[src/common/cpu_params.svh]
`ifndef CPU_PARAMS_SVH
`define CPU_PARAMS_SVH

// datapath word width in bits
`define CPU_WORD_W 32

// general purpose registers r0..r15
`define CPU_NUM_REGS 16

// execute runs through T0..T4
`define CPU_LAST_STEP 4

`endif

[src/common/cpuPkg.sv]
`default_nettype none

`include "cpu_params.svh"

package cpuPkg;

    typedef logic [`CPU_WORD_W-1:0] word_t;
    typedef logic [$clog2(`CPU_NUM_REGS)-1:0] regIdx_t;

    // register forms first, ror sits at 8 as in the existing encoding
    typedef enum logic [4:0] {
        opAdd  = 5'd0,
        opSub  = 5'd1,
        opAnd  = 5'd2,
        opOr   = 5'd3,
        opShl  = 5'd4,
        opShr  = 5'd5,
        opShra = 5'd6,
        opRol  = 5'd7,
        opRor  = 5'd8,
        opNeg  = 5'd9,
        opNot  = 5'd10,
        opAddi = 5'd11,  // immediate forms
        opAndi = 5'd12,
        opOri  = 5'd13
    } opcode_t;

    typedef struct packed {
        opcode_t     op;
        regIdx_t     ra;     // destination
        regIdx_t     rb;     // first source, goes to Y
        regIdx_t     rc;     // second source, driven on the bus
        logic [14:0] spare;
    } rForm_t;

    typedef struct packed {
        opcode_t     op;
        regIdx_t     ra;
        regIdx_t     rb;
        logic [18:0] imm;    // sign-extended before use
    } iForm_t;

    typedef union packed {
        rForm_t rForm;
        iForm_t iForm;
    } instr_t;

    typedef enum logic [2:0] {
        srcNone,
        srcRegFile,
        srcPc,
        srcIr,
        srcY,
        srcZLo,
        srcMdr,
        srcImmediate
    } busSrc_t;

endpackage

`default_nettype wire

[src/common/busCtrlIf.sv]
`default_nettype none

interface busCtrlIf;

    cpuPkg::busSrc_t busSrc;      // which block drives the bus
    cpuPkg::regIdx_t rfSel;
    logic            rfIn;
    logic            pcIn;
    logic            irIn;
    logic            yIn;
    logic            zIn;
    logic            marIn;
    logic            mdrIn;
    logic            mdrLoadExt;  // MDR source is loadData, else instrIn
    logic            incPc;       // with pcIn, PC counts instead of taking the bus
    cpuPkg::opcode_t aluOp;
    cpuPkg::instr_t  ir;          // IR contents back to the sequencer

    modport control (
        output busSrc, rfSel, rfIn, pcIn, irIn, yIn, zIn, marIn, mdrIn,
               mdrLoadExt, incPc, aluOp,
        input  ir
    );

    modport datapath (
        input  busSrc, rfSel, rfIn, pcIn, irIn, yIn, zIn, marIn, mdrIn,
               mdrLoadExt, incPc, aluOp,
        output ir
    );

    modport regs (
        input rfSel, rfIn
    );

endinterface

`default_nettype wire

[src/source/controlUnit.sv]
`default_nettype none

`include "cpu_params.svh"

module controlUnit (
    input  wire logic            Clock,
    input  wire logic            rstN,
    input  wire logic            loadStrobe,
    input  wire cpuPkg::regIdx_t loadSel,
    input  wire logic            start,
    output logic                 busy,
    output logic                 done,
    busCtrlIf.control            ctl
);

    localparam int stepW = $clog2(`CPU_LAST_STEP + 1);

    typedef enum logic [1:0] {modeIdle, modeLoading, modeExecuting} mode_t;

    mode_t           mode;
    logic [stepW-1:0] step;
    cpuPkg::regIdx_t loadSelQ;   // target register held for the write cycle
    logic            isImm;
    logic            lastStep;

    assign lastStep = (step == stepW'(`CPU_LAST_STEP));
    assign isImm = ctl.ir.rForm.op inside {cpuPkg::opAddi, cpuPkg::opAndi, cpuPkg::opOri};

    always_ff @(posedge Clock or negedge rstN) begin
        if (!rstN) begin
            mode     <= modeIdle;
            step     <= '0;
            loadSelQ <= '0;
        end else begin
            case (mode)
                modeIdle: begin
                    if (loadStrobe) begin      // load wins if both strobes arrive
                        mode     <= modeLoading;
                        loadSelQ <= loadSel;
                    end else if (start) begin
                        mode <= modeExecuting;
                        step <= '0;
                    end
                end
                modeLoading: mode <= modeIdle;
                modeExecuting: begin
                    if (lastStep) begin
                        mode <= modeIdle;
                        step <= '0;
                    end else begin
                        step <= step + stepW'(1);
                    end
                end
                default: mode <= modeIdle;
            endcase
        end
    end

    always_comb begin
        ctl.busSrc     = cpuPkg::srcNone;
        ctl.rfSel      = '0;
        ctl.rfIn       = 1'b0;
        ctl.pcIn       = 1'b0;
        ctl.irIn       = 1'b0;
        ctl.yIn        = 1'b0;
        ctl.zIn        = 1'b0;
        ctl.marIn      = 1'b0;
        ctl.mdrIn      = 1'b0;
        ctl.mdrLoadExt = 1'b0;
        ctl.incPc      = 1'b0;
        ctl.aluOp      = ctl.ir.rForm.op;

        case (mode)
            modeIdle: begin
                // MDR catches the word on the strobe edge itself
                ctl.mdrIn      = loadStrobe | start;
                ctl.mdrLoadExt = loadStrobe;
            end
            modeLoading: begin
                ctl.busSrc = cpuPkg::srcMdr;
                ctl.rfSel  = loadSelQ;
                ctl.rfIn   = 1'b1;
            end
            modeExecuting: begin
                case (step)
                    stepW'(1): begin   // T1 IR <- MDR, MAR <- PC, PC + 1
                        ctl.busSrc = cpuPkg::srcPc;
                        ctl.marIn  = 1'b1;
                        ctl.pcIn   = 1'b1;
                        ctl.incPc  = 1'b1;
                        ctl.irIn   = 1'b1;
                    end
                    stepW'(2): begin   // T2 Y <- rb
                        ctl.busSrc = cpuPkg::srcRegFile;
                        ctl.rfSel  = ctl.ir.rForm.rb;
                        ctl.yIn    = 1'b1;
                    end
                    stepW'(3): begin   // T3 Z <- Y op (rc or imm)
                        ctl.busSrc = isImm ? cpuPkg::srcImmediate : cpuPkg::srcRegFile;
                        ctl.rfSel  = ctl.ir.rForm.rc;
                        ctl.zIn    = 1'b1;
                    end
                    stepW'(4): begin   // T4 ra <- Z
                        ctl.busSrc = cpuPkg::srcZLo;
                        ctl.rfSel  = ctl.ir.rForm.ra;
                        ctl.rfIn   = 1'b1;
                    end
                    default: ;         // T0 holds while MDR settles
                endcase
            end
            default: ;
        endcase
    end

    assign busy = (mode != modeIdle);
    assign done = (mode == modeExecuting) && lastStep;

    strobeWhileBusy: assert property (@(posedge Clock) disable iff (!rstN)
        busy |-> !(loadStrobe || start))
        else $error("strobe raised while busy");

    // done only closes a busy window that an accepted start opened
    doneInsideBusy: assert property (@(posedge Clock) disable iff (!rstN)
        done |-> busy && $past(start && !loadStrobe && !busy, 5))
        else $error("done without a start opening its busy window");

    // done rises four edges after the start edge, seen at the fifth sample
    startToDone: assert property (@(posedge Clock) disable iff (!rstN)
        (start && !loadStrobe && !busy) |-> ##5 done)
        else $error("done not four cycles after start");

endmodule

`default_nettype wire

[src/flat_wrapper.sv]
// flat-port wrapper written by rule: the top's interface ports become plain ports
module controlUnit_flat 
  (Clock, rstN, loadStrobe, loadSel, start, busy, done, ctl_busSrc, ctl_rfSel, ctl_rfIn, ctl_pcIn, ctl_irIn, ctl_yIn, ctl_zIn, ctl_marIn, ctl_mdrIn, ctl_mdrLoadExt, ctl_incPc, ctl_aluOp, ctl_ir);
  busCtrlIf ctl_i ();
  input  wire logic Clock;
  input  wire logic rstN;
  input  wire logic loadStrobe;
  input  wire cpuPkg::regIdx_t loadSel;
  input  wire logic start;
  output logic busy;
  output logic done;
  output wire logic [$bits(ctl_i.busSrc)-1:0] ctl_busSrc;
  output wire logic [$bits(ctl_i.rfSel)-1:0] ctl_rfSel;
  output wire logic [$bits(ctl_i.rfIn)-1:0] ctl_rfIn;
  output wire logic [$bits(ctl_i.pcIn)-1:0] ctl_pcIn;
  output wire logic [$bits(ctl_i.irIn)-1:0] ctl_irIn;
  output wire logic [$bits(ctl_i.yIn)-1:0] ctl_yIn;
  output wire logic [$bits(ctl_i.zIn)-1:0] ctl_zIn;
  output wire logic [$bits(ctl_i.marIn)-1:0] ctl_marIn;
  output wire logic [$bits(ctl_i.mdrIn)-1:0] ctl_mdrIn;
  output wire logic [$bits(ctl_i.mdrLoadExt)-1:0] ctl_mdrLoadExt;
  output wire logic [$bits(ctl_i.incPc)-1:0] ctl_incPc;
  output wire logic [$bits(ctl_i.aluOp)-1:0] ctl_aluOp;
  input wire logic [$bits(ctl_i.ir)-1:0] ctl_ir;
  assign ctl_busSrc = ctl_i.busSrc;
  assign ctl_rfSel = ctl_i.rfSel;
  assign ctl_rfIn = ctl_i.rfIn;
  assign ctl_pcIn = ctl_i.pcIn;
  assign ctl_irIn = ctl_i.irIn;
  assign ctl_yIn = ctl_i.yIn;
  assign ctl_zIn = ctl_i.zIn;
  assign ctl_marIn = ctl_i.marIn;
  assign ctl_mdrIn = ctl_i.mdrIn;
  assign ctl_mdrLoadExt = ctl_i.mdrLoadExt;
  assign ctl_incPc = ctl_i.incPc;
  assign ctl_aluOp = ctl_i.aluOp;
  assign ctl_i.ir = ctl_ir;
  controlUnit u_core (.Clock(Clock), .rstN(rstN), .loadStrobe(loadStrobe), .loadSel(loadSel), .start(start), .busy(busy), .done(done), .ctl(ctl_i));
endmodule
[config.mk]
export PLATFORM = sky130hd
export DESIGN_NAME = controlUnit_flat
export DESIGN_NICKNAME = d
export VERILOG_FILES = /design/src/common/cpuPkg.sv /design/src/common/busCtrlIf.sv /design/src/source/controlUnit.sv /design/src/flat_wrapper.sv
export VERILOG_INCLUDE_DIRS = /design/src /design/src/common
export SDC_FILE = /design/constraint.sdc
export NUM_CORES = 1
export LEC_CHECK = 0
export BUFFER_PORTS_ARGS = -buffer_cell sky130_fd_sc_hd__buf_2
export CAP_MARGIN = 20
export CORE_UTILIZATION = 44
export CTS_BUF_LIST = sky130_fd_sc_hd__clkbuf_8
export CTS_CLUSTER_DIAMETER = 80
export CTS_CLUSTER_SIZE = 8
export DETAILED_ROUTE_END_ITERATION = 10
export PLACE_DENSITY_LB_ADDON = 0.25
export SLEW_MARGIN = 20
export SYNTH_ARGS = -nofsm -noshare
export SYNTH_HDL_FRONTEND = slang
export SYNTH_SLANG_ARGS = --single-unit
[constraint.sdc]
create_clock -name Clock -period 4.72 [get_ports Clock]
set_input_delay 0.944 -clock Clock [delete_from_list [all_inputs] [get_ports Clock]]
set_output_delay 0.944 -clock Clock [all_outputs]
set_load 0.005 [all_outputs]
==> impl_metrics.csv <==
group,metric,value,unit
status,outcome,"complete, no violations",
die,die-area,0.00207,mm²
yosys,synth-main-ff-cell,"dfrtp_1",
grt,grt_overflow,0,
timing,max_clock_freq,0.355,GHz
grt,antenna_found_initial,0,
clocking,cts_sinks,9,
clocking,hold_buffers,0,
yosys,synth_edf_count,0,
grt,met1_usage,25.7,%
die,chipHeight,45.5,µm
timing,maxSlewViolCount,0,
grt,use_met2,26.3,%
clocking,cts.clk_slew.worst_paths,40,ps
yosys,synthSimpleGateAreaFrac,21.4,%
die,coreArea,0.00175,mm²
die,num_io_pins,63,
routing,vias,800,
grt,use_met3,3.17,%
routing,ant_nets,0,
clocking,cts_root_buf,"clkbuf_8",
final_layout,drive_above_1_share,45.5,%
yosys,synth_top_family_by_area,"simple AND/OR/NAND/NOR gates",
yosys,synth_fp_nets,141,
timing,skew,2.55,ps
final_layout,layout_commonest_cell,"buf_2",
critical_path,cp-start-kind,"flop",
routing,wirelength,1.78,mm
critical_path,reg2reg_slack,3210,ps
critical_path,reg2reg_to,"u_core.step[0]",
yosys,synth.distinct_cells,30,
routing,dr.pass1.iters,4,
grt,track_usage,18.5,%
final_layout,areaGrowthSynthToFinish,29.1,%
grt,busiest_layer,"met2",
timing,rsz0062_at_grt,"no",
job,maxCapViolations,0,
min_path,holdPathStages,1,
timing,setup_violations,0,
clocking,cts_resized,0,
clocking,numCtsBuffers,3,
critical_path,reg2regPathDepth,4,
min_path,min_path_type,"flop to flop",
critical_path,end_kind,"primary output",
pwr,vdd_drop_max,303,µV
clocking,cts_buffer_depth,2,
min_path,min_from,"u_core.loadSelQ[0]",
grt,grt_pass1_wl,2.73,mm
place,port_buffers,47,
pwr,power.density,444,mW/mm²
yosys,syn_area_per_cell,8.93,µm²
critical_path,critPathMaxStageDelay,410,ps
clocking,cts_setup_buffers,0,
timing,hold_viol,0,
critical_path,worstSetupPathType,"flop to primary output",
timing,fin_tns_setup,0,ps
final_layout,final_nets,183,
yosys,synth_seq_cells,9,
timing,holdWs,514,ps
final_layout,mostFrequentLayoutCells,"buf_2 (47), inv_1 (9), nand3_1 (9), dfrtp_1 (9), ha_1 (8)",
place,hpwlAfterDp,1.39,mm
yosys,yosysSeqAreaShare,27.1,%
timing,worstMarginPinSlew,421,ps
yosys,yosys_warnings,0,
critical_path,timing.rr.start,"u_core.mode[0]",
critical_path,slowest_stage,"dfrtp_1",
place,globalplace.congestion,0.766,
min_path,whs_endpoint,"u_core.loadSelQ[0]",
die,fp-row-count,15,
die,start_util,47.6,%
yosys,syn_inst,93,
routing,via_per_inst,5.03,
timing,slew_headroom,71.9,%
routing,drc,0,
pwr,power.total,0.000476,W
timing,period_share,59.7,%
grt,grt_max_degree,17,
critical_path,required,3780,ps
final_layout,diodes,0,
routing,drt-wirelength-per-cell,11.2,µm
critical_path,path_cells,"inv_1 -> ha_1 -> or2_1 -> o2111ai_2 -> inv_2 -> a32o_1 -> buf_2",
yosys,netlist_area,831,µm²
routing,drt_iter0_markers,15,
clocking,clk_latency,230,ps
critical_path,cp_data_arrival_time,1880,ps
pwr,power_leakage,0.588,nW
yosys,synth_xor_area_share,0,%
yosys,yosys.area_share.adder,12.0,%
clocking,h-tree-depth,1,
clocking,cts_tree,"done",
final_layout,fin_cells,159,
timing,min_period,2820,ps
yosys,yosys-mux-area-fraction,9.34,%
grt,grt_pass1_vias,650,
die,die_w,45.5,µm
yosys,synth-compound-area-share,17.6,%
place,dp.cells,155,
yosys,async_flop_share,100,%
critical_path,cp_max_fo,6,
==> flip-flops by register name, indices dropped and copies added, names as in the netlist <==
name             count
u_core.loadSelQ      4
u_core.mode          2
u_core.step          3
==> per-layer routing <==
metal | up-vias | routed length [µm]
li1 | 404 | -
met1 | 355 | 828
met2 | 37 | 798
met3 | 4 | 126
met4 | 0 | 28
met5 | - | 0
==> cells in the mapped netlist, types with 2 or more instances <==
master / number / share of area, %
a32o_1: 4 / 4.8
dfrtp_1: 9 / 27
nor2_1: 4 / 1.8
a21oi_1: 2 / 1.2
nand2_1: 7 / 3.2
o21ai_0: 3 / 1.8
nand3b_1: 5 / 4.5
ha_1: 8 / 12
buf_4: 8 / 7.2
nand3_1: 9 / 5.4
inv_1: 8 / 3.6
nand2b_1: 3 / 2.3
mux2_2: 6 / 8.1
==> power breakdown <==
group	internal, W	total [W]	switching [W]
clock	0.0000564	0.0000838	0.0000275
combinational	0.000124	0.000261	0.000137
sequential	0.000109	0.000131	0.0000223
total	0.000289	0.000476	0.000187
==> worst max-delay path: cells and delay by family, from the launching register on <==
family | cells | cell delay, ps
compound gates | 2 | 420
fa+ha+maj | 1 | 270
simple gates | 1 | 260
buf+inv | 3 | 290
flops | 1 | 410
==> worst max path at each step <==
stage / start / endpoint
5_1_grt: u_core.step[0] / ctl_rfSel[1]
3_5_place_dp: ctl_ir[28] / ctl_busSrc[1]
4_1_cts: u_core.step[0] / ctl_rfSel[2]
3_3_place_gp: ctl_ir[28] / ctl_busSrc[1]
2_1_floorplan: ctl_ir[28] / ctl_busSrc[1]
6_report: u_core.step[0] / ctl_rfSel[1]
==> cell families after synthesis <==
family / after synthesis
compound gates: 17
fa+ha+maj: 8
buf+inv: 19
flops: 9
mux: 7
simple gates: 33
==> cell type report <==
type	count	area, µm²
clock inverters	1	3.75
fillers	165	673
repair buffers	47	235
well taps	25	31.3
multi-input cells	65	502
inverters	9	33.8
flip-flops and latches	9	225
clock buffers	3	41.3
==> per-stage QoR <==
step / setup slack, ps / util (%) / area, µm²
final: 1900 / 61.4 / 1070
after global routing: 1750 / 61.4 / 1070
after CTS: 1890 / 61.4 / 1070
after detailed placement: 2010 / 58.9 / 1030
after global placement: 2010 / 58.9 / 1030
after floorplan: 2240 / - / 831
Power figures use the tool's default switching activity.
