[src/common/cpu_params.svh]
`ifndef CPU_PARAMS_SVH
`define CPU_PARAMS_SVH

// datapath word width in bits
`define CPU_WORD_W 32

// general purpose registers r0..r15
`define CPU_NUM_REGS 16

// execute runs through T0..T4
`define CPU_LAST_STEP 4

`endif

[src/common/cpuPkg.sv]
`default_nettype none

`include "cpu_params.svh"

package cpuPkg;

    typedef logic [`CPU_WORD_W-1:0] word_t;
    typedef logic [$clog2(`CPU_NUM_REGS)-1:0] regIdx_t;

    // register forms first, ror sits at 8 as in the existing encoding
    typedef enum logic [4:0] {
        opAdd  = 5'd0,
        opSub  = 5'd1,
        opAnd  = 5'd2,
        opOr   = 5'd3,
        opShl  = 5'd4,
        opShr  = 5'd5,
        opShra = 5'd6,
        opRol  = 5'd7,
        opRor  = 5'd8,
        opNeg  = 5'd9,
        opNot  = 5'd10,
        opAddi = 5'd11,  // immediate forms
        opAndi = 5'd12,
        opOri  = 5'd13
    } opcode_t;

    typedef struct packed {
        opcode_t     op;
        regIdx_t     ra;     // destination
        regIdx_t     rb;     // first source, goes to Y
        regIdx_t     rc;     // second source, driven on the bus
        logic [14:0] spare;
    } rForm_t;

    typedef struct packed {
        opcode_t     op;
        regIdx_t     ra;
        regIdx_t     rb;
        logic [18:0] imm;    // sign-extended before use
    } iForm_t;

    typedef union packed {
        rForm_t rForm;
        iForm_t iForm;
    } instr_t;

    typedef enum logic [2:0] {
        srcNone,
        srcRegFile,
        srcPc,
        srcIr,
        srcY,
        srcZLo,
        srcMdr,
        srcImmediate
    } busSrc_t;

endpackage

`default_nettype wire

[src/common/busCtrlIf.sv]
`default_nettype none

interface busCtrlIf;

    cpuPkg::busSrc_t busSrc;      // which block drives the bus
    cpuPkg::regIdx_t rfSel;
    logic            rfIn;
    logic            pcIn;
    logic            irIn;
    logic            yIn;
    logic            zIn;
    logic            marIn;
    logic            mdrIn;
    logic            mdrLoadExt;  // MDR source is loadData, else instrIn
    logic            incPc;       // with pcIn, PC counts instead of taking the bus
    cpuPkg::opcode_t aluOp;
    cpuPkg::instr_t  ir;          // IR contents back to the sequencer

    modport control (
        output busSrc, rfSel, rfIn, pcIn, irIn, yIn, zIn, marIn, mdrIn,
               mdrLoadExt, incPc, aluOp,
        input  ir
    );

    modport datapath (
        input  busSrc, rfSel, rfIn, pcIn, irIn, yIn, zIn, marIn, mdrIn,
               mdrLoadExt, incPc, aluOp,
        output ir
    );

    modport regs (
        input rfSel, rfIn
    );

endinterface

`default_nettype wire

[src/source/registerFile.sv]
`default_nettype none

`include "cpu_params.svh"

module registerFile (
    input  wire logic          Clock,
    input  wire logic          rstN,
    busCtrlIf.regs             regs,
    input  wire cpuPkg::word_t bus,
    output cpuPkg::word_t      rfData
);

    cpuPkg::word_t regBank [`CPU_NUM_REGS];

    // every register comes out of reset as zero
    always_ff @(posedge Clock or negedge rstN) begin
        if (!rstN) begin
            for (int i = 0; i < `CPU_NUM_REGS; i++) begin
                regBank[i] <= '0;
            end
        end else if (regs.rfIn) begin
            regBank[regs.rfSel] <= bus;
        end
    end

    assign rfData = regBank[regs.rfSel];   // read port shares the write address

endmodule

`default_nettype wire

[src/flat_wrapper.sv]
// flat-port wrapper written by rule: the top's interface ports become plain ports
module registerFile_flat 
  (Clock, rstN, bus, rfData, regs_rfSel, regs_rfIn);
  busCtrlIf regs_i ();
  input  wire logic Clock;
  input  wire logic rstN;
  input  wire cpuPkg::word_t bus;
  output cpuPkg::word_t rfData;
  input wire logic [$bits(regs_i.rfSel)-1:0] regs_rfSel;
  input wire logic [$bits(regs_i.rfIn)-1:0] regs_rfIn;
  assign regs_i.rfSel = regs_rfSel;
  assign regs_i.rfIn = regs_rfIn;
  registerFile u_core (.Clock(Clock), .rstN(rstN), .regs(regs_i), .bus(bus), .rfData(rfData));
endmodule
[config.mk]
export PLATFORM = sky130hd
export DESIGN_NAME = registerFile_flat
export DESIGN_NICKNAME = d
export VERILOG_FILES = /design/src/common/cpuPkg.sv /design/src/common/busCtrlIf.sv /design/src/source/registerFile.sv /design/src/flat_wrapper.sv
export VERILOG_INCLUDE_DIRS = /design/src /design/src/common
export SDC_FILE = /design/constraint.sdc
export NUM_CORES = 1
export LEC_CHECK = 0
export BUFFER_PORTS_ARGS = -buffer_cell sky130_fd_sc_hd__buf_2
export CAP_MARGIN = 20
export CORE_AREA = 10 10 215 217
export DETAILED_ROUTE_END_ITERATION = 10
export DIE_AREA = 0 0 225 227
export GPL_TIMING_DRIVEN = 0
export PLACE_DENSITY = 0.7
export SLEW_MARGIN = 15
export SYNTH_ARGS = -nofsm -noshare
export SYNTH_HDL_FRONTEND = slang
export SYNTH_SLANG_ARGS = --single-unit
[constraint.sdc]
create_clock -name Clock -period 6.3 [get_ports Clock]
set_clock_uncertainty 0.1 [all_clocks]
set_input_delay 1.26 -clock Clock [delete_from_list [all_inputs] [get_ports Clock]]
set_output_delay 1.26 -clock Clock [all_outputs]
set_load 0.01 [all_outputs]
==> qor.txt, run 1 <==
Layout area overhead: 12.6%
CORE AREA: 0.0418 sq mm
Post-synth cell types: 22
Pin count of the biggest net entering global routing: 106
Post_cts resized: 0
Delay-heaviest family, CP: buffers and inverters
Worst VDD drop: 0.321 mV
Synth area leaders: dfrtp_1 (56%), mux2_2 (24%), mux4_2 (13%)
RSZ-0062 raised after global routing: no
Initial antenna violation count: 3
Die Ht: 227 um
CTS Buf Count: 54
Vias in the first global route: 14,000
Clock latency on the worst-skew pair: 590 ps
DIE WIDTH: 225 um
Via count: 13,100
Seq cells post-synth: 512
Mapped Cells: 1,407
Number of synthesized flops with an enable pin: 0
Cell Chain, Critical Path: buf_2 > buf_2 > clkbuf_1 > mux4_2 > a22oi_1 > nand2_1 > buf_2
Fin nets: 1,575
GRT overflow: 0
Pwr Density: 354 mW/mm^2
Minimum clock period: 4820 ps
Sequential cell area: 0.0128 sq mm
Worst setup path category: in -> out
CTS Hold Buffers Added: 0
Antenna-violating nets left: 0
Slew margin rel.: 36.8%
Req. time, crit path: 4940 ps
Tcrit/Tclk final: 76.5%
Final non-filler cell total: 2,118
Postcts setup bufs: 0
FILL cells: 3,098
FMAX: 0.208 GHz
Top Ports: 71
Std cell rows: 75
Largest Register: u_core.regBank
Setup WS pre-CTS: 1520 ps
Placed Cells: 2,019
CP startpoint kind: input port
Final hold slack: 381 ps
Overall power: 9.12 mW
Avg Inst Size Synth: 16.3 sq um
Static Leak: 11.2 nW
Synthesized net count: 1,446
CP arrival: 3460 ps
Largest register FFs: 512
Port-buffer cells: 68
CTS root buf: clkbuf_16
Synth Warn #: 0
Final setup fails: 0
Post-synth top area share: 56.0%
# clock sinks: 512
Layout cells sized above 1: 53.8%
Placed wire-length estimate: 35,500 um
Largest stage delay, worst path: 750 ps
CTS tree: yes
DRT iter0 DRCs: 953
Final setup margin: 1480 ps
Synth Cell Area: 0.0229 sq mm
Crit path buf inv count: 4
Top cells by count, synth: dfrtp_1 (512), mux2_2 (486), mux4_2 (128)
Biggest regs: u_core.regBank: 512 flops
Initial Util: 54.8%
Least-Margin Pin Slew: 948 ps
Setup TNS: 0 ps
Most common cell in the synthesized netlist: dfrtp_1
CTS clk-pin slew, worst paths: 60 ps
Slowest cell on the critical path: clkbuf_1
Seq/Total Area, Yosys: 56.0%
Via density: 6.16
Hold Crit Class: reg -> reg
Area of the multi-input gates: 0.00945 sq mm
Predominant post-synthesis flop cell: dfrtp_1
Detailed Routing Iterations Pass 1: 4
Slew Viols, Final: 0
Overall Global Routing Usage: 22.4%
Max-capacitance violation count: 0
Ys async rst share: 100%
GP Congestion: 0.835
Max Root-Sink Buffers: 3
Hold Vio Cnt, Final: 0
Routed WL: 55,800 um
First-pass GRT wire length: 86,400 um
CP endpoint kind: primary output
Leading area contributor after synthesis: dfrtp_1
Worst path most repeated cell: buf_2
Wire length per cell: 26.3 um
H-tree levels: 2
# DRC: 0
Maximum fanout along the worst path: 10
Die Area: 0.0511 sq mm
Outcome: complete, no violations
## layer usage
metal | wire length [um] | part of all wire, % | track usage, % | vias up
met5 | 0 | 0 | 0 | -
met4 | 1480 | 2.7 | 7.30 | 0
met3 | 3120 | 5.6 | 4.34 | 92
met2 | 26600 | 48 | 35.6 | 334
met1 | 24500 | 44 | 30.8 | 7090
li1 | - | - | - | 5536
## report_power, final
part	switching, mW	internal, mW
registers	0.374	4.05
logic	0.616	0.998
clock network	1.30	1.77
## placed cells by master (no fill, tap or decap)
master / n
nand2b_1: 2
nor4_2: 1
and2_1: 1
clkinv_2: 14
nor2b_1: 2
nor3_2: 6
nor2_1: 7
bufinv_16: 2
clkinv_8: 1
buf_8: 1
clkbuf_8: 10
buf_2: 129
clkbuf_16: 54
buf_6: 6
nand3_1: 2
nand3b_1: 2
mux4_2: 128
diode_2: 2
buf_16: 5
clkbuf_1: 73
mux2_2: 486
inv_6: 2
nand2_1: 34
clkbuf_2: 1
mux2_1: 26
clkinvlp_4: 1
or4_1: 1
a22oi_1: 64
nand2b_4: 1
dfrtp_1: 512
buf_4: 1
or3_1: 2
## cells by family after synthesis
logic type             Yosys count  synth area share, %
buffers and inverters          130                 2.69
DFF                            512                 56.0
AOI/OAI and AO/OA               64                 2.10
muxes                          640                 37.8
and+or+nand+nor                 61                 1.38
## metrics by stage
step	util [%]	area [sq um]
6_report	61.7	25700
5_1_grt	61.7	25700
4_1_cts	61.7	25700
3_5_place_dp	57.6	24000
3_3_place_gp	57.2	23900
2_1_floorplan	-	22900
## final timing paths
path,startpoint,to,slack [ps],depth (start not counted)
setup / recovery,regs_rfSel[1],rfData[30],1480,7
hold / removal,u_core.regBank[13]$_DFFE_PN0P_,u_core.regBank[13]$_DFFE_PN0P_,380,1
setup reg to reg,u_core.regBank[356]$_DFFE_PN0P_,u_core.regBank[356]$_DFFE_PN0P_,5400,1
hold reg to reg,u_core.regBank[13]$_DFFE_PN0P_,u_core.regBank[13]$_DFFE_PN0P_,380,1
max in group asynchronous,rstN,u_core.regBank[156]$_DFFE_PN0P_,3930,4
min in group asynchronous,rstN,u_core.regBank[329]$_DFFE_PN0P_,450,1
## final cells by class
cell class,count,area share (%)
Clock inverter,20,0.666
Timing Repair Buffer,73,1.90
Sequential cell,512,49.8
Tap cell,539,2.62
Multi-Input combinational cell,765,36.7
Clock buffer,77,5.97
Buffer,130,2.39
Antenna cell,2,0.0194
Power figures use the tool's default switching activity.
==> run 2: changes to the inputs <==
--- a/config.mk
+++ b/config.mk
@@ -12,7 +12,7 @@
 export DETAILED_ROUTE_END_ITERATION = 10
 export DIE_AREA = 0 0 225 227
 export GPL_TIMING_DRIVEN = 0
-export PLACE_DENSITY = 0.7
+export PLACE_DENSITY = 0.73
 export SLEW_MARGIN = 15
 export SYNTH_ARGS = -nofsm -noshare
 export SYNTH_HDL_FRONTEND = slang
==> constraint.sdc (replaced) <==
create_clock -name Clock -period 4.41 [get_ports Clock]
set_clock_uncertainty 0.1 [all_clocks]
set_input_delay 0.882 -clock Clock [delete_from_list [all_inputs] [get_ports Clock]]
set_output_delay 0.882 -clock Clock [all_outputs]
set_load 0.01 [all_outputs]
==> run 2 against run 1 <==
Compared with the run above:
- critical path depth unchanged
- global-route usage increased by 0.25 points
- clock-buffer cell count increased by 2
- sequential share of layout area about the same
- utilization about the same
- setup slack got worse by 1200 ps
- first-iteration DRC count increased by 6.0%
- clock power increased by 45%
- cell area about the same
==> qor.txt, run 2 (synthesis gave the netlist of run 1 again) <==
Post_cts resized: 0 (unchanged)
Hold Crit Class: in -> async
Placed wire-length estimate: 35,200 um (-0.60%)
Combinational power share: 17.6% (about the same)
Sw power: 3.29 mW (+44%)
CTS clk-pin slew, worst paths: 60 ps (about the same)
Routed WL: 56,300 um (+0.88%)
Top Ports: 71 (unchanged)
FILL cells: 3,057 (-1.3%)
Postcts setup bufs: 0 (unchanged)
Worst setup path category: in -> out
Max Root-Sink Buffers: 3 (unchanged)
Static Leak: 11.2 nW (about the same)
Wire length per cell: 26.6 um (+0.93%)
Largest register FFs: 512 (unchanged)
Fin nets: 1,574 (-0.063%)
Internal: 9.81 mW (+44%)
Overall Global Routing Usage: 22.7% (+0.25 points)
CTS Hold Buffers Added: 0 (unchanged)
Biggest regs: u_core.regBank: 512 flops
Clock latency on the worst-skew pair: 580 ps (about the same)
Pin count of the biggest net entering global routing: 108 (+1.9%)
Detailed Routing Iterations Pass 1: 6 (+2)
Maximum fanout along the worst path: 10 (unchanged)
Layout area overhead: 12.6% (about the same)
Via density: 6.16 (about the same)
CORE AREA: 0.0418 sq mm (unchanged)
DRT iter0 DRCs: 1,010 (+6.0%)
Placed inst area: 0.0240 sq mm (unchanged)
First-pass GRT wire length: 87,200 um (+1.0%)
Post-route cell area: 0.0258 sq mm (about the same)
Most frequent cells in the layout: dfrtp_1 (512), mux2_2 (486), buf_2 (129)
CTS Buf Count: 53 (-1.9%)
Slew Viols, Final: 0 (unchanged)
Slew margin rel.: 31.4% (-5.4 points)
Std cell rows: 75 (unchanged)
Tcrit/Tclk final: 94.4%
Port-buffer cells: 68 (unchanged)
Outcome: complete, no violations
CP startpoint kind: input port
CTS tree: yes
# DRC: 0 (unchanged)
Part of the power in the clock network: 34.0% (+0.3 points)
Max-capacitance violation count: 0 (unchanged)
Least-Margin Pin Slew: 1030 ps (+80.6 ps)
Overall power: 13.1 mW (+44%)
GP Congestion: 0.819 (-1.9%)
Via count: 13,000 (-0.084%)
Vias in the first global route: 14,100 (+0.64%)
FMAX: 0.240 GHz
Hold Vio Cnt, Final: 0 (unchanged)
Antenna-violating nets left: 0 (unchanged)
Final hold slack: 64.6 ps (-316 ps)
Largest Register: u_core.regBank
Seq pwr share: 48.4% (-0.2 points)
Initial Util: 54.8% (unchanged)
CTS root buf: clkbuf_16
Die Ht: 227 um (unchanged)
Net Sw Frac: 25.1% (about the same)
DIE WIDTH: 225 um (unchanged)
Worst VDD drop: 0.471 mV (+47%)
# clock sinks: 512 (unchanged)
Layout cells sized above 1: 53.8% (about the same)
Die Area: 0.0511 sq mm (unchanged)
Req. time, crit path: 3430 ps (-1510 ps)
Commonest non-fill, non-tap cell in the layout: dfrtp_1
GRT overflow: 0 (unchanged)
Minimum clock period: 4160 ps
Initial antenna violation count: 4 (+1)
H-tree levels: 2 (unchanged)
CP arrival: 3180 ps (-280 ps)
CP endpoint kind: primary output
Diode count: 0 (-2)
Final setup fails: 0 (unchanged)
Pwr Density: 508 mW/mm^2 (+44%)
RSZ-0062 raised after global routing: no
-- run 2: cell type report --
class                           count  area (sq um)  share of cell area [%]
Clock inverter                     19           186                   0.724
Buffer                            130           616                    2.39
Sequential cell                   512         12800                    49.7
Tap cell                          539           674                    2.62
Timing Repair Buffer               73           488                    1.89
Clock buffer                       79          1540                    5.99
Multi-Input combinational cell    765          9450                    36.7
-- run 2: path summary, 6_finish.rpt --
kind                                                       from  depth (start not counted)  slack [ps]                              end
worst max-delay path                              regs_rfSel[1]                          7         250                       rfData[30]
worst min-delay path                                       rstN                          1          60  u_core.regBank[489]$_DFFE_PN0P_
worst max register to register  u_core.regBank[462]$_DFFE_PN0P_                          1        3510  u_core.regBank[462]$_DFFE_PN0P_
worst min register to register  u_core.regBank[422]$_DFFE_PN0P_                          1         380  u_core.regBank[422]$_DFFE_PN0P_
max in group asynchronous                                  rstN                          4        2530  u_core.regBank[509]$_DFFE_PN0P_
min in group Clock              u_core.regBank[422]$_DFFE_PN0P_                          1         380  u_core.regBank[422]$_DFFE_PN0P_
-- run 2: power groups by stage --
stage,Clock (mW),Sequential (mW),Combinational [mW]
2_1_floorplan,0,6.20,1.76
3_3_place_gp,0,6.32,2.22
3_5_place_dp,0,6.39,2.32
4_1_cts,4.53,6.32,2.34
5_1_grt,4.74,6.45,2.50
6_report,4.45,6.34,2.31
-- run 2: stage by stage --
stage | util [%] | setup TNS [ps] | setup WS (ps) | instances
after floorplan | - | 0 | 1090 | 1407
after global placement | 57.2 | -3932040 | -7750 | 2014
after detailed placement | 57.6 | 0 | 295 | 2019
after CTS | 61.7 | 0 | 276 | 2117
after global routing | 61.7 | 0 | 196 | 2117
final | 61.7 | 0 | 249 | 2117
-- run 2: critical path, stage by stage --
cell,delay [ps]
buf_2,150
buf_2,320
clkbuf_1,810
mux4_2,420
a22oi_1,240
nand2_1,180
buf_2,180
-- run 2: routing by layer --
metal	wire, um	global-route usage (%)	vias up
li1	-	-	5524
met1	24700	30.7	7120
met2	27200	36.7	295
met3	3080	5.20	94
met4	1200	5.51	8
met5	49	0	-
