## config.mk

```make
export PLATFORM = sky130hd
export DESIGN_NAME = busDatapath_flat
export DESIGN_NICKNAME = d
export VERILOG_FILES = /design/src/common/cpuPkg.sv /design/src/common/busCtrlIf.sv /design/src/source/busDatapath.sv /design/src/flat_wrapper.sv
export VERILOG_INCLUDE_DIRS = /design/src /design/src/common
export SDC_FILE = /design/constraint.sdc
export NUM_CORES = 1
export LEC_CHECK = 0
export ABC_AREA = 1
export BUFFER_PORTS_ARGS = -buffer_cell sky130_fd_sc_hd__buf_2
export CAP_MARGIN = 10
export CORE_MARGIN = 2
export CORE_UTILIZATION = 30
export CTS_BUF_LIST = sky130_fd_sc_hd__clkbuf_4
export DETAILED_ROUTE_END_ITERATION = 10
export REMOVE_ABC_BUFFERS = 1
export SLEW_MARGIN = 20
export SYNTH_ARGS = -nofsm -noshare
export SYNTH_HDL_FRONTEND = slang
export SYNTH_SLANG_ARGS = --single-unit
```

## constraint.sdc

```tcl
create_clock -name Clock -period 1.6 [get_ports Clock]
set_clock_uncertainty 0.05 [all_clocks]
set_input_delay 0.08 -clock Clock [delete_from_list [all_inputs] [get_ports Clock]]
set_output_delay 0.08 -clock Clock [all_outputs]
set_load 0.005 [all_outputs]
```

## src/common/cpu_params.svh

```systemverilog
`ifndef CPU_PARAMS_SVH
`define CPU_PARAMS_SVH

// datapath word width in bits
`define CPU_WORD_W 32

// general purpose registers r0..r15
`define CPU_NUM_REGS 16

// execute runs through T0..T4
`define CPU_LAST_STEP 4

`endif

```

## src/common/cpuPkg.sv

```systemverilog
`default_nettype none

`include "cpu_params.svh"

package cpuPkg;

    typedef logic [`CPU_WORD_W-1:0] word_t;
    typedef logic [$clog2(`CPU_NUM_REGS)-1:0] regIdx_t;

    // register forms first, ror sits at 8 as in the existing encoding
    typedef enum logic [4:0] {
        opAdd  = 5'd0,
        opSub  = 5'd1,
        opAnd  = 5'd2,
        opOr   = 5'd3,
        opShl  = 5'd4,
        opShr  = 5'd5,
        opShra = 5'd6,
        opRol  = 5'd7,
        opRor  = 5'd8,
        opNeg  = 5'd9,
        opNot  = 5'd10,
        opAddi = 5'd11,  // immediate forms
        opAndi = 5'd12,
        opOri  = 5'd13
    } opcode_t;

    typedef struct packed {
        opcode_t     op;
        regIdx_t     ra;     // destination
        regIdx_t     rb;     // first source, goes to Y
        regIdx_t     rc;     // second source, driven on the bus
        logic [14:0] spare;
    } rForm_t;

    typedef struct packed {
        opcode_t     op;
        regIdx_t     ra;
        regIdx_t     rb;
        logic [18:0] imm;    // sign-extended before use
    } iForm_t;

    typedef union packed {
        rForm_t rForm;
        iForm_t iForm;
    } instr_t;

    typedef enum logic [2:0] {
        srcNone,
        srcRegFile,
        srcPc,
        srcIr,
        srcY,
        srcZLo,
        srcMdr,
        srcImmediate
    } busSrc_t;

endpackage

`default_nettype wire

```

## src/common/busCtrlIf.sv

```systemverilog
`default_nettype none

interface busCtrlIf;

    cpuPkg::busSrc_t busSrc;      // which block drives the bus
    cpuPkg::regIdx_t rfSel;
    logic            rfIn;
    logic            pcIn;
    logic            irIn;
    logic            yIn;
    logic            zIn;
    logic            marIn;
    logic            mdrIn;
    logic            mdrLoadExt;  // MDR source is loadData, else instrIn
    logic            incPc;       // with pcIn, PC counts instead of taking the bus
    cpuPkg::opcode_t aluOp;
    cpuPkg::instr_t  ir;          // IR contents back to the sequencer

    modport control (
        output busSrc, rfSel, rfIn, pcIn, irIn, yIn, zIn, marIn, mdrIn,
               mdrLoadExt, incPc, aluOp,
        input  ir
    );

    modport datapath (
        input  busSrc, rfSel, rfIn, pcIn, irIn, yIn, zIn, marIn, mdrIn,
               mdrLoadExt, incPc, aluOp,
        output ir
    );

    modport regs (
        input rfSel, rfIn
    );

endinterface

`default_nettype wire

```

## src/source/busDatapath.sv

```systemverilog
`default_nettype none

`include "cpu_params.svh"

module busDatapath (
    input  wire logic          Clock,
    input  wire logic          rstN,
    input  wire cpuPkg::word_t loadData,
    input  wire cpuPkg::word_t instrIn,
    busCtrlIf.datapath         ctl,
    input  wire cpuPkg::word_t rfData,
    input  wire cpuPkg::word_t aluOut,
    output cpuPkg::word_t      bus,
    output cpuPkg::word_t      yOut,
    output cpuPkg::word_t      result,
    output cpuPkg::word_t      memAddr,
    output logic               zero
);

    cpuPkg::word_t  pcReg;
    cpuPkg::word_t  marReg;
    cpuPkg::word_t  mdrReg;
    cpuPkg::word_t  yReg;
    cpuPkg::word_t  zReg;
    cpuPkg::instr_t irReg;
    cpuPkg::word_t  immExt;

    assign immExt = {{(`CPU_WORD_W - 19){irReg.iForm.imm[18]}}, irReg.iForm.imm};

    always_ff @(posedge Clock or negedge rstN) begin
        if (!rstN) begin
            pcReg  <= '0;
            marReg <= '0;
            mdrReg <= '0;
            yReg   <= '0;
            zReg   <= '0;
            irReg  <= '0;
        end else begin
            if (ctl.pcIn) pcReg <= ctl.incPc ? pcReg + cpuPkg::word_t'(1) : bus;
            if (ctl.marIn) marReg <= bus;
            if (ctl.mdrIn) mdrReg <= ctl.mdrLoadExt ? loadData : instrIn;
            if (ctl.irIn) irReg <= mdrReg;   // direct path, bus carries PC then
            if (ctl.yIn) yReg <= bus;
            if (ctl.zIn) zReg <= aluOut;
        end
    end

    always_comb begin
        case (ctl.busSrc)
            cpuPkg::srcRegFile:   bus = rfData;
            cpuPkg::srcPc:        bus = pcReg;
            cpuPkg::srcIr:        bus = irReg;
            cpuPkg::srcY:         bus = yReg;
            cpuPkg::srcZLo:       bus = zReg;
            cpuPkg::srcMdr:       bus = mdrReg;
            cpuPkg::srcImmediate: bus = immExt;
            default:              bus = '0;   // nothing driving
        endcase
    end

    assign ctl.ir  = irReg;
    assign yOut    = yReg;
    assign result  = zReg;
    assign zero    = (zReg == '0);
    assign memAddr = marReg;   // no memory behind MAR yet

    // any block that takes the bus needs a real driver on it
    busSrcLegal: assert property (@(posedge Clock) disable iff (!rstN)
        (ctl.rfIn || ctl.yIn || ctl.zIn || ctl.marIn || (ctl.pcIn && !ctl.incPc))
            |-> !$isunknown(ctl.busSrc) && (ctl.busSrc != cpuPkg::srcNone))
        else $error("bus read with no source selected, busSrc %0d", ctl.busSrc);

endmodule

`default_nettype wire

```

## src/flat_wrapper.sv

```systemverilog
// flat-port wrapper written by rule: the top's interface ports become plain ports
module busDatapath_flat 
  (Clock, rstN, loadData, instrIn, rfData, aluOut, bus, yOut, result, memAddr, zero, ctl_busSrc, ctl_rfSel, ctl_rfIn, ctl_pcIn, ctl_irIn, ctl_yIn, ctl_zIn, ctl_marIn, ctl_mdrIn, ctl_mdrLoadExt, ctl_incPc, ctl_aluOp, ctl_ir);
  busCtrlIf ctl_i ();
  input  wire logic Clock;
  input  wire logic rstN;
  input  wire cpuPkg::word_t loadData;
  input  wire cpuPkg::word_t instrIn;
  input  wire cpuPkg::word_t rfData;
  input  wire cpuPkg::word_t aluOut;
  output cpuPkg::word_t bus;
  output cpuPkg::word_t yOut;
  output cpuPkg::word_t result;
  output cpuPkg::word_t memAddr;
  output logic zero;
  input wire logic [$bits(ctl_i.busSrc)-1:0] ctl_busSrc;
  input wire logic [$bits(ctl_i.rfSel)-1:0] ctl_rfSel;
  input wire logic [$bits(ctl_i.rfIn)-1:0] ctl_rfIn;
  input wire logic [$bits(ctl_i.pcIn)-1:0] ctl_pcIn;
  input wire logic [$bits(ctl_i.irIn)-1:0] ctl_irIn;
  input wire logic [$bits(ctl_i.yIn)-1:0] ctl_yIn;
  input wire logic [$bits(ctl_i.zIn)-1:0] ctl_zIn;
  input wire logic [$bits(ctl_i.marIn)-1:0] ctl_marIn;
  input wire logic [$bits(ctl_i.mdrIn)-1:0] ctl_mdrIn;
  input wire logic [$bits(ctl_i.mdrLoadExt)-1:0] ctl_mdrLoadExt;
  input wire logic [$bits(ctl_i.incPc)-1:0] ctl_incPc;
  input wire logic [$bits(ctl_i.aluOp)-1:0] ctl_aluOp;
  output wire logic [$bits(ctl_i.ir)-1:0] ctl_ir;
  assign ctl_i.busSrc = ctl_busSrc;
  assign ctl_i.rfSel = ctl_rfSel;
  assign ctl_i.rfIn = ctl_rfIn;
  assign ctl_i.pcIn = ctl_pcIn;
  assign ctl_i.irIn = ctl_irIn;
  assign ctl_i.yIn = ctl_yIn;
  assign ctl_i.zIn = ctl_zIn;
  assign ctl_i.marIn = ctl_marIn;
  assign ctl_i.mdrIn = ctl_mdrIn;
  assign ctl_i.mdrLoadExt = ctl_mdrLoadExt;
  assign ctl_i.incPc = ctl_incPc;
  assign ctl_i.aluOp = ctl_aluOp;
  assign ctl_ir = ctl_i.ir;
  busDatapath u_core (.Clock(Clock), .rstN(rstN), .loadData(loadData), .instrIn(instrIn), .ctl(ctl_i), .rfData(rfData), .aluOut(aluOut), .bus(bus), .yOut(yOut), .result(result), .memAddr(memAddr), .zero(zero));
endmodule
```

==> flow_summary.yaml, run 1 <==
outcome:
  run_status: "finished, violations left"
  violations: "setup timing"
floorplanning:
  y_dimension_of_the_die_um: 191
  die_width_um: 191
  core_region_area_sq_um: 34500
  io_pins: 312
  die_area_sq_um: 36500
  floorplan.initialDensity_pct: 30.4
  num_rows: 68
worst_setup_path:
  setup.worst_path.start_class: "flip-flop"
  cp_data_arrival_time_ns: 2.01
  rr_endpoint: "u_core.pcReg[11]$_DFFE_PN0P_"
  worstReg2RegStart: "u_core.result[11]$_DFFE_PN0P_"
  timing.critical_path.fanout_max: 3
  path_class: "flip-flop to output pin"
  r2r_cells: 12
  reg2reg_setup_slack_ns: -0.15
  worst_ep_required_time_ns: 1.47
  timing.critical_path.to_type: "output pin"
cts:
  root_buffer: "sky130_fd_sc_hd__clkbuf_4"
  tritoncts_clock_tree: "done"
  cts.htree.levels: 4
  cts_inserted_buffers: 17
  clkTransAtPathRegs_ns: 0.20
  clock_sink_count: 192
  bufs_on_longest_clock_path: 2
  clock_latency_ns: 0.66
global_route:
  globalRouteTotalUtil_pct: 26.5
  use_met2_pct: 44.0
  vias_in_the_first_global_route: 13200
  globalRoute.totalOverflow: 0
  grt_use_met3_pct: 5.34
  pin_count_of_the_biggest_net_entering_global_routing: 65
  busiest_layer: "met2"
  wire_length_of_the_first_global_routing_pass_um: 73500
  number_of_antenna_violations_at_the_first_check_in_global_routing: 1
  grt_use_met1_pct: 32.4
hold_path:
  min_delay_path_depth: 7
  min_to: "u_core.memAddr[26]$_DFFE_PN0P_"
  worst_hold_path_type: "input pin to flip-flop"
  worstHoldStart: "rfData[26]"
synthesis:
  synth-seq-area-share_pct: 45.8
  synthesis.area_per_instance_sq_um: 7.24
  yosys_warnings: 0
  synth_cells: 1451
  synth_area_sq_um: 10500
  synth.largest_area_cell: "sky130_fd_sc_hd__dfrtp_1"
  yosysTopAreaCellShare_pct: 45.8
  synthDistinctLibCells: 30
  synth.ff_latch_count: 192
  synthTopCellsByArea: "sky130_fd_sc_hd__dfrtp_1 (46%), sky130_fd_sc_hd__nand2_1 (15%), sky130_fd_sc_hd__nor2_1 (8.4%)"
sta:
  timing.final.max_slew_violations: 0
  rsz0062_at_grt: "true"
  period_minus_slack_ns: 2.14
  worst-slew-pin-transition_ns: 0.541
  fin_crit_share_pct: 134
  postLayoutSetupSlackWorst_ns: -0.544
  final-setup-viol-count: 57
  timing_hold_violations_final: 0
  timing.fmax_mhz: 466
  final.setup.tns_ns: -11.07
  slew-limit-headroom_pct: 63.9
cells_and_area:
  area_delta_synth_final_pct: 72.7
  nNetsFinal: 2314
  share_of_final_layout_standard_cells_stronger_than_drive_strength_1_pct: 41.9
drt:
  drt_first_iter_violations: 1018
  route.detailed.vias_per_inst: 5.14
  route.antenna.remaining_nets: 0
  wl_um: 50300
  drc: 0
  routed_wire_length_per_instance_um: 19.1
  routed-via-count: 13500
  drt_pass1_iterations: 6
job:
  drv.max_cap_violation_count: 0
place:
  detailed_place_hpwl_um: 33300
  place.port_buffers: 301
  routabilityCongestion: 0.909
power_and_ir_drop:
  power.ir.vdd_worst_v: 0.000678
  power_mw: 14.3
  cellPowerDensity_nw_per_um2: 791
  leakage_nw: 8.85
routing by layer:
layer  share of wire (%)  wire length [um]  vias up
met4                 5.5              2770        0
met3                 7.7              3860      174
met2                  48             24200      674
met1                  39             19500     6482
met5                   0                 0        -
li1                    -                 -     6204
worst max-delay path, stage by stage, from the launching register on:
cell                      delay [ns]
sky130_fd_sc_hd__dfrtp_2        0.51
sky130_fd_sc_hd__nor4_1         0.30
sky130_fd_sc_hd__nand4_1        0.20
sky130_fd_sc_hd__nor3_1         0.19
sky130_fd_sc_hd__buf_2          0.16
worst max-delay path by stage:
stage                                   endpoint                          start  depth (start not counted)
floorplan           u_core.pcReg[22]$_DFFE_PN0P_    u_core.pcReg[0]$_DFFE_PN0P_                         10
global route                                zero  u_core.result[16]$_DFFE_PN0P_                          5
detailed placement  u_core.pcReg[21]$_DFFE_PN0P_    u_core.pcReg[1]$_DFFE_PN0P_                         12
finish                                      zero  u_core.result[17]$_DFFE_PN0P_                          4
CTS                                         zero  u_core.result[30]$_DFFE_PN0P_                          4
global placement                            zero   u_core.result[1]$_DFFE_PN0P_                          4
sequential cells by signal, indices dropped and copies added, names as in the netlist:
register and flops:
u_core.mdrReg 32, u_core.ctl.ir 32, u_core.pcReg 32, u_core.yOut 32, u_core.memAddr 32, u_core.result 32
where the power goes:
part           total, mW  internal (mW)  switching, mW
logic               5.40           2.69           2.71
registers           6.13           5.50          0.626
clock network       2.82          0.818           2.00
total               14.3           9.01           5.34
synth_stat cells:
cell / number
sky130_fd_sc_hd__nor2_2: 4
sky130_fd_sc_hd__buf_4: 3
sky130_fd_sc_hd__xor2_1: 1
sky130_fd_sc_hd__inv_2: 5
sky130_fd_sc_hd__a31oi_1: 61
sky130_fd_sc_hd__buf_1: 7
sky130_fd_sc_hd__inv_1: 119
sky130_fd_sc_hd__clkinv_1: 2
sky130_fd_sc_hd__ha_1: 1
sky130_fd_sc_hd__nand3_4: 2
sky130_fd_sc_hd__buf_2: 16
sky130_fd_sc_hd__nand2_1: 412
sky130_fd_sc_hd__a21oi_1: 15
sky130_fd_sc_hd__o21ai_0: 85
sky130_fd_sc_hd__nand2_2: 1
sky130_fd_sc_hd__nand4_1: 44
sky130_fd_sc_hd__nand4_2: 1
sky130_fd_sc_hd__nor3_1: 1
sky130_fd_sc_hd__o21ai_1: 13
sky130_fd_sc_hd__nand3_2: 2
sky130_fd_sc_hd__nor4_1: 7
sky130_fd_sc_hd__a22oi_1: 2
sky130_fd_sc_hd__dfrtp_1: 192
sky130_fd_sc_hd__nor2_1: 236
sky130_fd_sc_hd__mux2_2: 26
sky130_fd_sc_hd__clkbuf_1: 49
sky130_fd_sc_hd__o22ai_1: 37
sky130_fd_sc_hd__and2_1: 2
sky130_fd_sc_hd__nand3b_1: 3
sky130_fd_sc_hd__nand3_1: 102
layout make-up:
class,instances,area [sq um]
Antenna cell,2,5.00
Multi-Input combinational cell,1058,5930
Sequential cell,192,4830
Inverter,126,498
Fill cell,3164,16400
Timing Repair Buffer,767,6030
Tap cell,455,569
Clock inverter,14,143
Clock buffer,17,128
stage by stage:
stage	hold WS, ns	std cells	utilization, %	worst slack (ns)	area, sq um
finish	0.0733	2631	52.5	-0.544	18100
global route	0.0592	2630	52.5	-0.623	18100
CTS	0.00548	2605	49.9	-0.579	17200
detailed placement	-0.0381	2278	39.3	-0.182	13600
global placement	-0.0344	2278	39.3	-0.170	13600
floorplan	-0.266	1376	-	-0.0355	10200
cells in the final DEF, fill, tap and decap left out, types with 26 or more instances in the layout:
| master | n |
|---|---|
| sky130_fd_sc_hd__nand2_1 | 343 |
| sky130_fd_sc_hd__mux2_2 | 26 |
| sky130_fd_sc_hd__inv_2 | 35 |
| sky130_fd_sc_hd__nand2_4 | 29 |
| sky130_fd_sc_hd__buf_6 | 72 |
| sky130_fd_sc_hd__nor2_2 | 44 |
| sky130_fd_sc_hd__o22ai_1 | 28 |
| sky130_fd_sc_hd__nand4_1 | 44 |
| sky130_fd_sc_hd__buf_4 | 207 |
| sky130_fd_sc_hd__nor2_1 | 157 |
| sky130_fd_sc_hd__a31oi_1 | 59 |
| sky130_fd_sc_hd__dlygate4sd3_1 | 183 |
| sky130_fd_sc_hd__inv_1 | 79 |
| sky130_fd_sc_hd__nor2_4 | 39 |
| sky130_fd_sc_hd__nand2_2 | 40 |
| sky130_fd_sc_hd__dfrtp_1 | 174 |
| sky130_fd_sc_hd__buf_2 | 284 |
| sky130_fd_sc_hd__nand3_1 | 84 |
| sky130_fd_sc_hd__o21ai_0 | 60 |
cells by family after synthesis:
group | Yosys count | share of synthesized area, %
simple gates | 817 | 32.4
compound gates | 213 | 11.4
buf+inv | 201 | 7.48
flops | 192 | 45.8
mux | 26 | 2.79
xor+xnor | 1 | 0.0834
fa+ha+maj | 1 | 0.119
what timing repair did:
item | in CTS | in global routing
buffers inserted | 119 | 49
hold buffers | 185 | 1
gates resized for setup | 238 | 210
pin swaps | 82 | 111
cloned | 1 | 0
setup endpoints to repair | 61 | 77
hold endpoints to repair | 374 | 2
No activity file was read; power rests on OpenSTA's default activity.
==> run 2, diff against run 1 <==
SKIP_CTS_REPAIR_TIMING = 1   (was not set)
==> flow_summary.yaml, run 2 (same netlist as run 1, synthesis figures left out) <==
outcome:
  run_status: "finished, violations left"
  violations: "hold timing, setup timing"
place:
  place.port_buffers: 301
  detailed_place_hpwl_um: 33300
  routabilityCongestion: 0.909
  post_placement_cell_area_sq_um: 13600
  placed_insts: 2278
worst_setup_path:
  timing.critical_path.fanout_max: 4
  max_stage_delay_ns: 0.49
  timing.critical_path.cells: "nor4_4, nand3_2, nor3_1, buf_2"
  timing.critical_path.slowest_stage_cell: "sky130_fd_sc_hd__dfrtp_1"
  worst_ep_required_time_ns: 1.47
  worst_path_dominant_cell_family: "simple AND/OR/NAND/NOR gates"
  timing.critical_path.to_type: "output pin"
  setup.worst_path.start_class: "flip-flop"
  path_class: "flip-flop to output pin"
  bufs_and_invs_on_worst_path: 1
  cp_data_arrival_time_ns: 2.05
floorplanning:
  die_width_um: 191
  die_area_sq_um: 36500
  floorplan.initialDensity_pct: 30.4
  y_dimension_of_the_die_um: 191
  core_region_area_sq_um: 34500
  num_rows: 68
  io_pins: 312
cells_and_area:
  finish.instance_area_sq_um: 17900
  mostFrequentLayoutCell: "sky130_fd_sc_hd__nand2_1"
  share_of_final_layout_standard_cells_stronger_than_drive_strength_1_pct: 41.5
  mostFrequentLayoutCells: "sky130_fd_sc_hd__nand2_1 (337), sky130_fd_sc_hd__buf_2 (283), sky130_fd_sc_hd__dlygate4sd3_1 (183), sky130_fd_sc_hd__buf_4 (183), sky130_fd_sc_hd__dfrtp_1 (175)"
  ff_latch_area_sq_um: 4830
  final.fill_count: 3238
  multi_input_comb_area_sq_um: 5890
  nNetsFinal: 2287
  area_delta_synth_final_pct: 70.4
  stdcell_count: 2604
drt:
  drt_pass1_iterations: 6
  routed-wl-met3_um: 3270
  met1_length_um: 19500
  routed-via-count: 13100
  drc: 0
  met2_wirelength_from_detailed_routing_um: 23200
  route.detailed.vias_per_inst: 5.02
  route.antenna.remaining_nets: 0
  highest_layer: "met4"
  drt_first_iter_violations: 1116
  routed_wire_length_per_instance_um: 18.6
  wl_um: 48300
global_route:
  pin_count_of_the_biggest_net_entering_global_routing: 65
  number_of_antenna_violations_at_the_first_check_in_global_routing: 1
  vias_in_the_first_global_route: 11000
  globalRouteTotalUtil_pct: 23.5
  wire_length_of_the_first_global_routing_pass_um: 64200
  globalRoute.totalOverflow: 0
power_and_ir_drop:
  cellPowerDensity_nw_per_um2: 792
  leakage_nw: 8.72
  power.ir.vdd_worst_v: 0.000670
hold_path:
  worst_hold_path_type: "input pin to flip-flop"
sta:
  timing.fmax_mhz: 459
  timing_hold_violations_final: 6
  final-setup-viol-count: 43
  fin_crit_share_pct: 136
  period_minus_slack_ns: 2.18
  final.setup.tns_ns: -10.74
  hold-worst-slack_ns: -0.0366
  slew-limit-headroom_pct: 64.0
  postLayoutSetupSlackWorst_ns: -0.579
  rsz0062_at_grt: "true"
  worst-slew-pin-transition_ns: 0.540
  timing.final.max_slew_violations: 0
cts:
  root_buffer: "sky130_fd_sc_hd__clkbuf_4"
  cts.htree.levels: 4
  clkTransAtPathRegs_ns: 0.19
  bufs_on_longest_clock_path: 2
  tritoncts_clock_tree: "done"
  cts_inserted_buffers: 17
  clock_sink_count: 192
  clock_latency_ns: 0.67
job:
  drv.max_cap_violation_count: 0
## run 2: per-layer routing
layer | vias up | GRT usage (%)
met3 | 133 | 4.75
met2 | 573 | 38.0
met1 | 6224 | 30.7
met4 | 0 | 9.53
li1 | 6142 | -
met5 | - | 0
## run 2: power breakdown
group	switching (mW)	internal (mW)	leakage, nW
clock network	2.00	0.818	0.144
logic	2.62	2.61	6.31
registers	0.622	5.50	2.26
## run 2: final timing paths
check / from / slack (ns) / depth (start not counted) / end
max: u_core.result[30]$_DFFE_PN0P_ / -0.58 / 4 / zero
min: rfData[19] / -0.04 / 6 / u_core.memAddr[19]$_DFFE_PN0P_
max reg2reg: u_core.pcReg[2]$_DFFE_PN0P_ / -0.09 / 12 / u_core.pcReg[21]$_DFFE_PN0P_
min reg2reg: u_core.mdrReg[1]$_DFFE_PN0P_ / 0.42 / 2 / u_core.ctl.ir[1]$_DFFE_PN0P_
max in group asynchronous: rstN / 0.62 / 4 / u_core.pcReg[16]$_DFFE_PN0P_
min in group asynchronous: rstN / 0.48 / 4 / u_core.mdrReg[6]$_DFFE_PN0P_
## run 2: worst reg2reg max path: cells and delay by family, from the launching register on
| kind | cells | cell delay [ns] |
|---|---|---|
| flops | 1 | 0.44 |
| buf+inv | 3 | 0.40 |
| simple gates | 9 | 0.71 |
## run 2: final cells by class
type / count / share of cell area [%]
multi-input cells: 1058 / 32.9
clock buffers: 17 / 0.714
repair buffers: 740 / 32.6
flip-flops and latches: 192 / 27.0
inverters: 126 / 2.77
clock inverters: 14 / 0.797
well taps: 455 / 3.18
diodes: 2 / 0.0280
## run 2: per-stage QoR
stage	power [mW]	setup WS (ns)	util, %
floorplan	7.44	-0.0355	-
global placement	9.69	-0.170	39.3
detailed placement	9.74	-0.182	39.3
CTS	12.5	-0.951	40.1
global route	14.9	-0.707	51.8
finish	14.2	-0.579	51.8
